==> src/div_data_pkg.sv <==
package div_data_pkg;

  localparam int CHUNK_W  = 6;
  localparam int N_CHUNKS = 8;

  typedef logic [N_CHUNKS*CHUNK_W-1:0] operand_t;   // 48-bit unsigned dividend
  typedef logic [47:0]                 quot_t;
  typedef logic [CHUNK_W-1:0]          rem_t;       // divisor is at most 63
  typedef logic [3:0]                  tag_t;

  // code 2'd3 has no name and is rejected by decode
  typedef enum logic [1:0] {
    OP_DIV    = 2'd0,
    OP_MOD    = 2'd1,
    OP_DIVMOD = 2'd2
  } div_op_e;

  typedef enum logic {
    ST_OK     = 1'b0,
    ST_BAD_OP = 1'b1
  } div_status_e;

  typedef struct packed {
    div_op_e  op;
    tag_t     tag;
    operand_t operand;
  } div_cmd_s;                                      // 54 bits

  typedef struct packed {
    div_op_e                          op;
    tag_t                             tag;
    logic                             legal;
    logic [N_CHUNKS-1:0][CHUNK_W-1:0] chunks;       // chunks[0] is the least significant
  } div_job_s;                                      // 55 bits

  typedef struct packed {
    tag_t        tag;
    div_status_e status;
    quot_t       quot;
    rem_t        rem;
  } div_res_s;                                      // 59 bits

endpackage

==> src/div_flow_pkg.sv <==
package div_flow_pkg;

  localparam int CREDIT_W = 4;

  typedef logic [CREDIT_W-1:0] credit_t;

  typedef enum logic [1:0] {
    BUF_EMPTY,
    BUF_PART,
    BUF_FULL
  } buf_state_e;

  // occupancy class of a buffer holding count of depth entries
  function automatic buf_state_e occupancy(int unsigned count, int unsigned depth);
    if (count == 0) begin
      return BUF_EMPTY;
    end
    if (count >= depth) begin
      return BUF_FULL;
    end
    return BUF_PART;
  endfunction

endpackage

==> src/div_cmd_decode.sv <==
`timescale 1ns/1ps

module div_cmd_decode #(
  parameter int IN_DEPTH = 4
) (
  input  logic                   clk,
  input  logic                   rst,
  input  logic                   cmd_valid,
  input  div_data_pkg::div_cmd_s cmd,
  output logic                   cmd_credit,
  input  logic                   exec_ready,
  output logic                   job_valid,
  output div_data_pkg::div_job_s job
);

  localparam int PTR_W = (IN_DEPTH > 1) ? $clog2(IN_DEPTH) : 1;
  localparam int CNT_W = $clog2(IN_DEPTH + 1);

  div_data_pkg::div_cmd_s   fifo_mem [IN_DEPTH];
  div_data_pkg::div_cmd_s   head;
  logic [PTR_W-1:0]         wr_ptr;
  logic [PTR_W-1:0]         rd_ptr;
  logic [CNT_W-1:0]         count;
  div_flow_pkg::buf_state_e state;
  logic                     push;
  logic                     pop;

  function automatic logic [PTR_W-1:0] next_ptr(logic [PTR_W-1:0] p);
    return (p == PTR_W'(IN_DEPTH - 1)) ? '0 : p + 1'b1;
  endfunction

  assign state = div_flow_pkg::occupancy(count, IN_DEPTH);
  assign head  = fifo_mem[rd_ptr];

  assign pop  = exec_ready && (state != div_flow_pkg::BUF_EMPTY);
  assign push = cmd_valid && ((state != div_flow_pkg::BUF_FULL) || pop); // no credit, no room

  always_ff @(posedge clk) begin
    if (push) begin
      fifo_mem[wr_ptr] <= cmd;
    end
  end

  always_ff @(posedge clk) begin
    if (rst) begin
      wr_ptr     <= '0;
      rd_ptr     <= '0;
      count      <= '0;
      cmd_credit <= 1'b0;
    end else begin
      if (push) begin
        wr_ptr <= next_ptr(wr_ptr);
      end
      if (pop) begin
        rd_ptr <= next_ptr(rd_ptr);
      end
      count      <= count + CNT_W'(push) - CNT_W'(pop);
      cmd_credit <= pop;                            // entry freed, credit back to sender
    end
  end

  // ##########################################################################
  // job issue

  assign job_valid = pop;

  always_comb begin
    job.op     = head.op;
    job.tag    = head.tag;
    job.legal  = head.op inside {div_data_pkg::OP_DIV, div_data_pkg::OP_MOD,
                                 div_data_pkg::OP_DIVMOD};
    job.chunks = head.operand;                      // same bits, seen as 6-bit chunks
  end

endmodule

==> src/div_chunk_exec.sv <==
`timescale 1ns/1ps

module div_chunk_exec #(
  parameter int DIVISOR = 47
) (
  input  logic                   clk,
  input  logic                   rst,
  input  logic                   job_valid,
  input  div_data_pkg::div_job_s job,
  output logic                   res_valid_x,
  output div_data_pkg::div_res_s res_x
);

  localparam int CHUNK_W  = div_data_pkg::CHUNK_W;
  localparam int N_CHUNKS = div_data_pkg::N_CHUNKS;
  localparam int N_VALUES = 1 << CHUNK_W;
  localparam int RSUM_W   = $clog2(N_CHUNKS * DIVISOR); // sum of 8 residues below DIVISOR
  localparam int FOLD_W   = $clog2(N_CHUNKS);           // fold quotient is below 8

  // c * 64**k split into DIVISOR * quotient + residue
  function automatic div_data_pkg::quot_t part_quot(int k, int c);
    div_data_pkg::operand_t v;
    v = div_data_pkg::operand_t'(c) << (CHUNK_W * k);
    return div_data_pkg::quot_t'(v / DIVISOR);
  endfunction

  function automatic div_data_pkg::rem_t part_rem(int k, int c);
    div_data_pkg::operand_t v;
    v = div_data_pkg::operand_t'(c) << (CHUNK_W * k);
    return div_data_pkg::rem_t'(v % DIVISOR);
  endfunction

  div_data_pkg::quot_t tab_quot [N_CHUNKS][N_VALUES];
  div_data_pkg::rem_t  tab_rem  [N_CHUNKS][N_VALUES];

  for (genvar k = 0; k < N_CHUNKS; k++) begin : g_pos
    for (genvar c = 0; c < N_VALUES; c++) begin : g_val
      localparam div_data_pkg::quot_t PQ = part_quot(k, c);
      localparam div_data_pkg::rem_t  PR = part_rem(k, c);
      assign tab_quot[k][c] = PQ;
      assign tab_rem[k][c]  = PR;
    end
  end

  // ##########################################################################
  // stage 1: table lookup and column sums

  div_data_pkg::quot_t qsum;
  logic [RSUM_W-1:0]   rsum;

  logic                s1_valid;
  logic                s1_legal;
  div_data_pkg::tag_t  s1_tag;
  div_data_pkg::quot_t s1_qsum;
  logic [RSUM_W-1:0]   s1_rsum;

  always_comb begin
    qsum = '0;
    rsum = '0;
    for (int k = 0; k < N_CHUNKS; k++) begin
      qsum = qsum + tab_quot[k][job.chunks[k]];
      rsum = rsum + RSUM_W'(tab_rem[k][job.chunks[k]]);
    end
  end

  always_ff @(posedge clk) begin
    if (rst) begin
      s1_valid <= 1'b0;
    end else begin
      s1_valid <= job_valid;
    end
  end

  always_ff @(posedge clk) begin
    s1_legal <= job.legal;
    s1_tag   <= job.tag;
    s1_qsum  <= qsum;
    s1_rsum  <= rsum;
  end

  // ##########################################################################
  // stage 2: residue fold and quotient correction

  logic [FOLD_W-1:0] fold_q;
  logic [RSUM_W-1:0] fold_r;

  always_comb begin
    fold_q = '0;
    for (int j = 1; j < N_CHUNKS; j++) begin
      if (s1_rsum >= RSUM_W'(j * DIVISOR)) begin
        fold_q = FOLD_W'(j);
      end
    end
    fold_r = s1_rsum - RSUM_W'(fold_q * DIVISOR);
  end

  always_ff @(posedge clk) begin
    if (rst) begin
      res_valid_x <= 1'b0;
    end else begin
      res_valid_x <= s1_valid;
    end
  end

  always_ff @(posedge clk) begin
    res_x.tag <= s1_tag;
    if (s1_legal) begin
      res_x.status <= div_data_pkg::ST_OK;
      res_x.quot   <= s1_qsum + div_data_pkg::quot_t'(fold_q);
      res_x.rem    <= div_data_pkg::rem_t'(fold_r);
    end else begin
      res_x.status <= div_data_pkg::ST_BAD_OP;    // no arithmetic for a bad opcode
      res_x.quot   <= '0;
      res_x.rem    <= '0;
    end
  end

endmodule

==> src/div_result_fmt.sv <==
`timescale 1ns/1ps

module div_result_fmt #(
  parameter int OUT_CREDITS = 4,
  parameter int DIVISOR     = 47
) (
  input  logic                   clk,
  input  logic                   rst,
  input  logic                   job_valid,
  input  div_data_pkg::div_op_e  job_op,
  input  logic                   res_valid_x,
  input  div_data_pkg::div_res_s res_x,
  output logic                   exec_ready,
  input  logic                   res_credit,
  output logic                   res_valid,
  output div_data_pkg::div_res_s res
);

  localparam int EXEC_LAT  = 2;
  localparam int RES_DEPTH = OUT_CREDITS + EXEC_LAT;  // covers the execute latency
  localparam int PTR_W     = $clog2(RES_DEPTH);
  localparam int CNT_W     = $clog2(RES_DEPTH + 1);
  localparam int OP_DEPTH  = 2 * EXEC_LAT;
  localparam int OP_PTR_W  = $clog2(OP_DEPTH);

  // ##########################################################################
  // op side FIFO whose occupancy is the in-flight job count

  div_data_pkg::div_op_e op_mem [OP_DEPTH];
  logic [OP_PTR_W-1:0]   op_wr;
  logic [OP_PTR_W-1:0]   op_rd;
  logic [OP_PTR_W:0]     op_count;
  div_data_pkg::div_op_e cur_op;

  assign cur_op = op_mem[op_rd];

  always_ff @(posedge clk) begin
    if (job_valid) begin
      op_mem[op_wr] <= job_op;
    end
  end

  always_ff @(posedge clk) begin
    if (rst) begin
      op_wr    <= '0;
      op_rd    <= '0;
      op_count <= '0;
    end else begin
      if (job_valid) begin
        op_wr <= op_wr + 1'b1;
      end
      if (res_valid_x) begin
        op_rd <= op_rd + 1'b1;
      end
      op_count <= op_count + (OP_PTR_W+1)'(job_valid) - (OP_PTR_W+1)'(res_valid_x);
    end
  end

  // ##########################################################################
  // opcode masking and result buffer

  div_data_pkg::div_res_s   fmt;
  div_data_pkg::div_res_s   rbuf [RES_DEPTH];
  logic [PTR_W-1:0]         wr_ptr;
  logic [PTR_W-1:0]         rd_ptr;
  logic [CNT_W-1:0]         res_count;
  div_flow_pkg::buf_state_e rstate;
  div_flow_pkg::credit_t    credit_cnt;

  function automatic logic [PTR_W-1:0] next_ptr(logic [PTR_W-1:0] p);
    return (p == PTR_W'(RES_DEPTH - 1)) ? '0 : p + 1'b1;
  endfunction

  always_comb begin
    fmt = res_x;
    case (cur_op)
      div_data_pkg::OP_DIV: fmt.rem  = '0;
      div_data_pkg::OP_MOD: fmt.quot = '0;
      default: ;                                    // divmod keeps both and a bad op is already zero
    endcase
  end

  always_ff @(posedge clk) begin
    if (res_valid_x) begin
      rbuf[wr_ptr] <= fmt;
    end
  end

  assign rstate    = div_flow_pkg::occupancy(res_count, RES_DEPTH);
  assign res       = rbuf[rd_ptr];
  assign res_valid = (rstate != div_flow_pkg::BUF_EMPTY) && (credit_cnt != '0);

  // buffered results plus jobs still in execute must fit in the buffer
  assign exec_ready = (int'(res_count) + int'(op_count)) < RES_DEPTH;

  always_ff @(posedge clk) begin
    if (rst) begin
      wr_ptr     <= '0;
      rd_ptr     <= '0;
      res_count  <= '0;
      credit_cnt <= div_flow_pkg::CREDIT_W'(OUT_CREDITS);
    end else begin
      if (res_valid_x) begin
        wr_ptr <= next_ptr(wr_ptr);
      end
      if (res_valid) begin
        rd_ptr <= next_ptr(rd_ptr);
      end
      res_count  <= res_count + CNT_W'(res_valid_x) - CNT_W'(res_valid);
      credit_cnt <= credit_cnt + div_flow_pkg::credit_t'(res_credit)
                    - div_flow_pkg::credit_t'(res_valid);
    end
  end

endmodule

==> src/const_div_top.sv <==
`timescale 1ns/1ps

module const_div_top #(
  parameter int DIVISOR     = 47,
  parameter int IN_DEPTH    = 4,
  parameter int OUT_CREDITS = 4
) (
  input  logic                   clk,
  input  logic                   rst,
  input  logic                   cmd_valid,
  input  div_data_pkg::div_cmd_s cmd,
  output logic                   cmd_credit,
  output logic                   res_valid,
  output div_data_pkg::div_res_s res,
  input  logic                   res_credit
);

  logic                   exec_ready;
  logic                   job_valid;
  div_data_pkg::div_job_s job;
  logic                   res_valid_x;
  div_data_pkg::div_res_s res_x;

  div_cmd_decode #(
    .IN_DEPTH   (IN_DEPTH)
  ) u_decode (
    .clk        (clk),
    .rst        (rst),
    .cmd_valid  (cmd_valid),
    .cmd        (cmd),
    .cmd_credit (cmd_credit),
    .exec_ready (exec_ready),
    .job_valid  (job_valid),
    .job        (job)
  );

  div_chunk_exec #(
    .DIVISOR     (DIVISOR)
  ) u_exec (
    .clk         (clk),
    .rst         (rst),
    .job_valid   (job_valid),
    .job         (job),
    .res_valid_x (res_valid_x),
    .res_x       (res_x)
  );

  div_result_fmt #(
    .OUT_CREDITS (OUT_CREDITS),
    .DIVISOR     (DIVISOR)
  ) u_result (
    .clk         (clk),
    .rst         (rst),
    .job_valid   (job_valid),
    .job_op      (job.op),                        // op rides beside execute
    .res_valid_x (res_valid_x),
    .res_x       (res_x),
    .exec_ready  (exec_ready),
    .res_credit  (res_credit),
    .res_valid   (res_valid),
    .res         (res)
  );

endmodule

==> config.mk <==
export PLATFORM = sky130hd
export DESIGN_NAME = const_div_top
export DESIGN_NICKNAME = d
export VERILOG_FILES = /design/src/div_data_pkg.sv /design/src/div_flow_pkg.sv /design/src/div_cmd_decode.sv /design/src/div_chunk_exec.sv /design/src/div_result_fmt.sv /design/src/const_div_top.sv
export SDC_FILE = /design/constraint.sdc
export NUM_CORES = 2
export LEC_CHECK = 0
export ABC_AREA = 1
export BUFFER_PORTS_ARGS = -buffer_cell sky130_fd_sc_hd__buf_2
export CAP_MARGIN = 20
export CORE_MARGIN = 1.5
export CORE_UTILIZATION = 45
export CTS_CLUSTER_DIAMETER = 80
export DETAILED_ROUTE_END_ITERATION = 8
export PLACE_DENSITY = 0.66
export SKIP_LAST_GASP = 1
export SYNTH_ARGS = -nofsm -noshare
export SYNTH_HDL_FRONTEND = slang
export SYNTH_SLANG_ARGS = --single-unit
==> constraint.sdc <==
create_clock -name clk -period 6.6 [get_ports clk]
set_clock_uncertainty 0.05 [all_clocks]
set_input_delay 0 -clock clk [delete_from_list [all_inputs] [get_ports clk]]
set_output_delay 0 -clock clk [all_outputs]
set_load 0.02 [all_outputs]
; Word-level counts from Yosys, hierarchy flattened
; Memory sizes are Yosys's and may differ from the RTL's. A register that Yosys moved wholly into a read port is not among the register bits.
; Index checks and enable logic that the tools add are counted.
[totals]
out_inout_bits = 61
register_bits = 150
memories = 19
romBits = 27648
inputBits = 58
ramBits = 578
elab_cells = 189
[mem_list]
columns = name, depth, width, read_ports, rd_clocked_by_memory_dff, write_ports, line
row1 = (no name shown), 64, 48, 1, 0, 0, div_chunk_exec.sv:61  ; qsum = qsum + tab_quot[k][job.chunks[k]];
row2 = (no name shown), 64, 48, 1, 0, 0, div_chunk_exec.sv:61
row3 = (no name shown), 64, 48, 1, 0, 0, div_chunk_exec.sv:61
row4 = (no name shown), 64, 48, 1, 0, 0, div_chunk_exec.sv:61
row5 = (no name shown), 64, 48, 1, 0, 0, div_chunk_exec.sv:61
row6 = (no name shown), 64, 48, 1, 0, 0, div_chunk_exec.sv:61
row7 = 13 more memories, n/a, n/a, n/a, n/a, n/a, n/a
[op_classes]
add_sub_neg = 31
n_mux = 72
n_mul = 1
bitwise_logic = 8
n_eq_ne = 8
order_cmp = 18
n_reduce_logical = 12
[ops]
columns = op, count
row1 = two-way mux 48 bit, 17
row2 = adder 48 bit, 7
row3 = two-way mux 6 bit, 17
row4 = >= comparator 7 bit (second input constant), 8
row5 = NOT 6 -> 7 bit, 8
row6 = two-way mux 55 bit, 1
row7 = adder 9 x 6 -> 9 bit, 6
row8 = adder 48 x 3 -> 48 bit, 1
row9 = less-than comparator 32 x 4 -> 1 bit (second input constant), 1
row10 = two-way mux 2 bit, 16
row11 = >= comparator 9 x 8 -> 1 bit (second input constant), 3
row12 = two-way mux 3 bit, 8
row13 = >= comparator 9 bit (second input constant), 2
row14 = two-way mux 1 bit, 13
row15 = adder 3 x 1 -> 3 bit, 3
row16 = >= comparator 9 x 6 -> 1 bit (second input constant), 1
row17 = >= comparator 9 x 7 -> 1 bit (second input constant), 1
row18 = subtractor 3 x 1 -> 3 bit, 3
row19 = adder 2 x 1 -> 2 bit (second input constant), 4
row20 = adder 6 x 6 -> 7 bit, 1
row21 = adder 3 x 1 -> 3 bit (second input constant), 2
row22 = equality test 2 bit (second input constant), 3
row23 = equality test 3 bit (second input constant), 2
row24 = >= comparator 3 bit (second input constant), 2
row25 = 14 further kinds, 20

; Logic depth before layout (Yosys ltp)
[depth]
word_depth = 11
ltp_mapped = 39
ltp_nobuf = 37

; Cells and area by module
; A second synthesis with hierarchy kept.
[unflattened]
cells_unflattened = 5064
hier_area_um2 = 44706.6
[by_module_without_submodules]
columns = module, cells_each, n_inst, seq_area_each_um2, area_per_inst_um2
row1 = div_chunk_exec, 3195, 1, 2322.2, 20362.0
row2 = div_result_fmt, 1268, 1, 11370.9, 15745.1
row3 = div_cmd_decode, 601, 1, 6686.4, 8599.5

; Worst setup path before layout
; No wires, ideal clock.
[synth_timing]
path_type = register to register
start = register (tool-made name)
end = register u_exec.s1_rsum[7]
synth_period_minus_slack_ns = 6.489
stages_incl_launch_ff = 35
n_path_buf = 2
required_ns = 6.432
setup_ns = 0.118
arrival_ns = 6.321
setup_slack_ns = 0.111
cell_sequence = dfxtp_1 > inv_2 > buf_2 > buf_2 > nand2_1 > a32oi_1 > inv_1 > ha_1 > inv_1 > nand2_1 > inv_1 > nor2_1 > a31oi_1 > nand3_1 > nand2_1 > ha_1 > fa_1 > nand3_1 > and2_1 > xor2_1 > fa_1 > inv_1 > fa_1 > fa_1 > inv_1 > fa_1 > inv_1 > ha_1 > a21oi_1 > inv_1 > a31oi_1 > nor2_1 > o21ai_0 > nand2_1 > xor2_1
[synth_rtl]
columns = item, line
row1 = to (signal assigned), div_chunk_exec.sv:78  ; s1_rsum <= rsum;
row2 = to (decl), div_chunk_exec.sv:55  ; logic [RSUM_W-1:0] s1_rsum;

==> flow_metrics.env <==
export IMPL_cts_sinks=710
export IMPL_hold_class="in -> reg"
export IMPL_worstHoldStart="cmd[6]"
export IMPL_cp_max_fo=15
export IMPL_cp_top_family="adder cells"
export IMPL_die_area_mm2=0.101
export IMPL_placementRows=115
export IMPL_synth_area_leader_cell="edfxtp_1"
export IMPL_cap_violations=0
export IMPL_grt_use_total_pct=27.0
export IMPL_cp_end_kind="flop"
export IMPL_dr_wl_met2_mm=65.7
export IMPL_start_util_pct=45.5
export IMPL_first_iter_violations=3447
export IMPL_ant_nets=0
export IMPL_setup_viol=0
export IMPL_htreeDepth=3
export IMPL_io_pins=119
export IMPL_drc=0
export IMPL_synth_cell_type_count=80
export IMPL_synth_seq_area_share_pct=44.3
export IMPL_routedLengthMet1_mm=59.6
export IMPL_tightest_slew_ps=991
export IMPL_period_minus_slack_ps=6390
export IMPL_netlist_instances=5175
export IMPL_finalCritPeriodShare_pct=96.8
export IMPL_whs_endpoint="u_decode.fifo_mem[0][6]$_DFFE_PP_"
export IMPL_timing_max_slew_rel_slack_pct=33.9
export IMPL_antenna_found_initial=2
export IMPL_slowest_stage="fa_1"
export IMPL_cp_data_arrival_time_ps=6890
export IMPL_setup_tns_ps=0
export IMPL_grt_overflow_total=0
export IMPL_synth_area_top_cells="edfxtp_1 38%, nand2_1 9.7%, dfxtp_1 6.7%"
export IMPL_critPathRequiredTime_ps=7100
export IMPL_rr_worst_depth=25
export IMPL_highest_layer="met5"
export IMPL_fin_area_mm2=0.0534
export IMPL_finalHoldViolations=0
export IMPL_rsz0062_at_grt="yes"
export IMPL_clock_latency_ps=650
export IMPL_critPathKind="reg -> reg"
export IMPL_wire_per_inst_um=19.8
export IMPL_grt_pass1_vias=38123
export IMPL_cp_slowest_stage_delay_ps=550
export IMPL_hold_depth=2
export IMPL_synth_top_cell_area_share_pct=37.6
export IMPL_startpoint_type="flop"
export IMPL_die_w_um=318
export IMPL_grt_max_degree=93
export IMPL_cts_tree="done"
export IMPL_synth_most_common_cell="nand2_1"
export IMPL_clkTransAtPathRegs_ps=60
export IMPL_ys_ff_latch=710
export IMPL_hpwlAfterDp_mm=102
export IMPL_area_growth_pct=19.3
export IMPL_avgSynthCellArea_um2=8.65
export IMPL_status="finished, final reports clean"
export IMPL_r2r_slack_ps=210
export IMPL_met3WireLength_mm=8.95
export IMPL_firstDrtPassIters=8
export IMPL_place_area_mm2=0.0496
export IMPL_synth_edf_count=560
export IMPL_async_reset_ff_share_pct=0
export IMPL_die_h_um=318
export IMPL_drv_slew=0
export IMPL_crit_buf_inv=8
export IMPL_routed_wl_mm=140
export IMPL_synth_ff_type="edfxtp_1"
export IMPL_drive_above_1_share_pct=16.5
export IMPL_cts_root_buffer="clkbuf_16"
export IMPL_ys_top_cells_by_count="1153 x nand2_1, 594 x inv_1, 560 x edfxtp_1, 503 x nor2_1, 330 x o21ai_0"
export IMPL_gp_congestion=1.00
export IMPL_netlist_area_mm2=0.0448
export IMPL_cts_buffer_depth=3
export IMPL_vias_per_cell=5.54
export IMPL_regToRegEndpoint="u_exec.s1_qsum[35]$_DFF_P_"
export IMPL_core_mm2=0.0984
export IMPL_vias=39103
export IMPL_port_buffer_count=115
export IMPL_fill_cells=8994
export IMPL_numCtsBuffers=76
export IMPL_grt_pass1_wl_mm=216
export IMPL_nNetsFinal=6127
export IMPL_max_freq_mhz=157
export IMPL_ys_warnings_count=0
[stage by stage]
stage	setup WS, ps	instances	hold WS, ps	util [%]
6_report	212	7057	45.9	54.3
5_1_grt	-115	7056	40.2	54.2
4_1_cts	-15.8	7032	3.99	53.5
3_5_place_dp	-86.2	6830	168	50.4
3_3_place_gp	11.6	6830	164	50.4
2_1_floorplan	111	5177	22.4	-
[repair_timing]
action                                  CTS  global route
gates cloned                              1             5
hold buffers                             59             0
endpoints found under the hold margin   232             0
pin swaps                                 1            28
endpoints found under the setup margin   10            40
buffers inserted                          0            18
gates resized for setup                   5           137
[sequential cells by signal, summed over array words and instances (netlist names), named ones only]
name,cells
u_exec.s1_qsum,44
u_result.credit_cnt,4
u_decode.fifo_mem,216
u_result.op_rd,2
u_result.rd_ptr,3
u_result.rbuf,336
u_exec.s1_rsum,9
u_exec.res_x,56
u_decode.wr_ptr,2
u_decode.rd_ptr,2
u_exec.s1_tag,4
u_exec.res_valid_x,1
u_result.op_mem,8
u_result.res_count,3
u_exec.s1_legal,1
u_result.op_count,3
u_exec.s1_valid,1
u_result.op_wr,2
u_decode.count,3
u_result.wr_ptr,3
[layout make-up]
cell class	count	area [um2]	area share, %
diodes	1	2.50	0.00469
clock buffers	105	2030	3.81
clock inverters	37	365	0.684
inverters	629	2410	4.51
multi-input cells	3620	21900	41.0
flip-flops and latches	710	19800	37.1
well taps	1287	1610	3.02
repair buffers	668	5230	9.79
[metal layers]
metal / track usage (%) / vias to the layer above
li1: - / 18733
met1: 35.5 / 18604
met2: 45.1 / 1476
met3: 3.56 / 288
met4: 11.0 / 2
met5: 0 / -
[cell usage in the layout, fill, tap and decap left out, drive strengths merged, types with 150 or more instances in the layout]
cell type,count
nand3,255
nor2,528
edfxtp,560
dfxtp,150
a21oi,286
buf,605
inv,633
nand2,1182
ha,237
o21ai,385
[worst max-delay path by stage]
stage	end	slack, ps	cells past startpoint
after CTS	u_exec.s1_qsum[27]$_DFF_P_	-20	31
final	u_exec.s1_qsum[35]$_DFF_P_	210	25
after floorplan	u_exec.s1_rsum[7]$_DFF_P_	110	34
after global placement	u_exec.s1_qsum[30]$_DFF_P_	10	35
after detailed placement	u_exec.s1_qsum[27]$_DFF_P_	-90	32
after global routing	u_exec.s1_rsum[8]$_DFF_P_	-120	33
[worst register-to-register path, stage by stage, from the launching register on]
cell and delay (ps):
dfxtp_4 430, buf_6 160, buf_4 170, clkbuf_16 200
nand2_1 60, nand3_1 70, nand2_1 250, nor2_2 380
buf_4 240, inv_2 50, buf_4 190, o21ai_0 170
o21ai_0 150, inv_1 110, fa_1 530, fa_1 550
fa_1 490, ha_1 310, ha_1 380, nand2_1 110
nor2_1 260, inv_1 120, nor4_1 320, o21ai_0 170
nand3_1 140, xor2_1 240
[kinds of logic (layout without fill, tap and decap cells)]
group / Yosys count / in the layout / synth area share, %
AO/OA/AOI/OAI: 1082 / 1082 / 14.8
XOR/XNOR: 62 / 62 / 1.24
adder cells (fa/ha/maj): 364 / 364 / 12.3
buffers and inverters: 847 / 1439 / 7.79
flip-flops: 710 / 710 / 44.3
other: 1 / 4 / 0.00838
AND/OR/NAND/NOR: 2109 / 2109 / 19.5
Power is not shown: default switching activity piles up to over one toggle a cycle in this logic, so the estimate is an artifact.
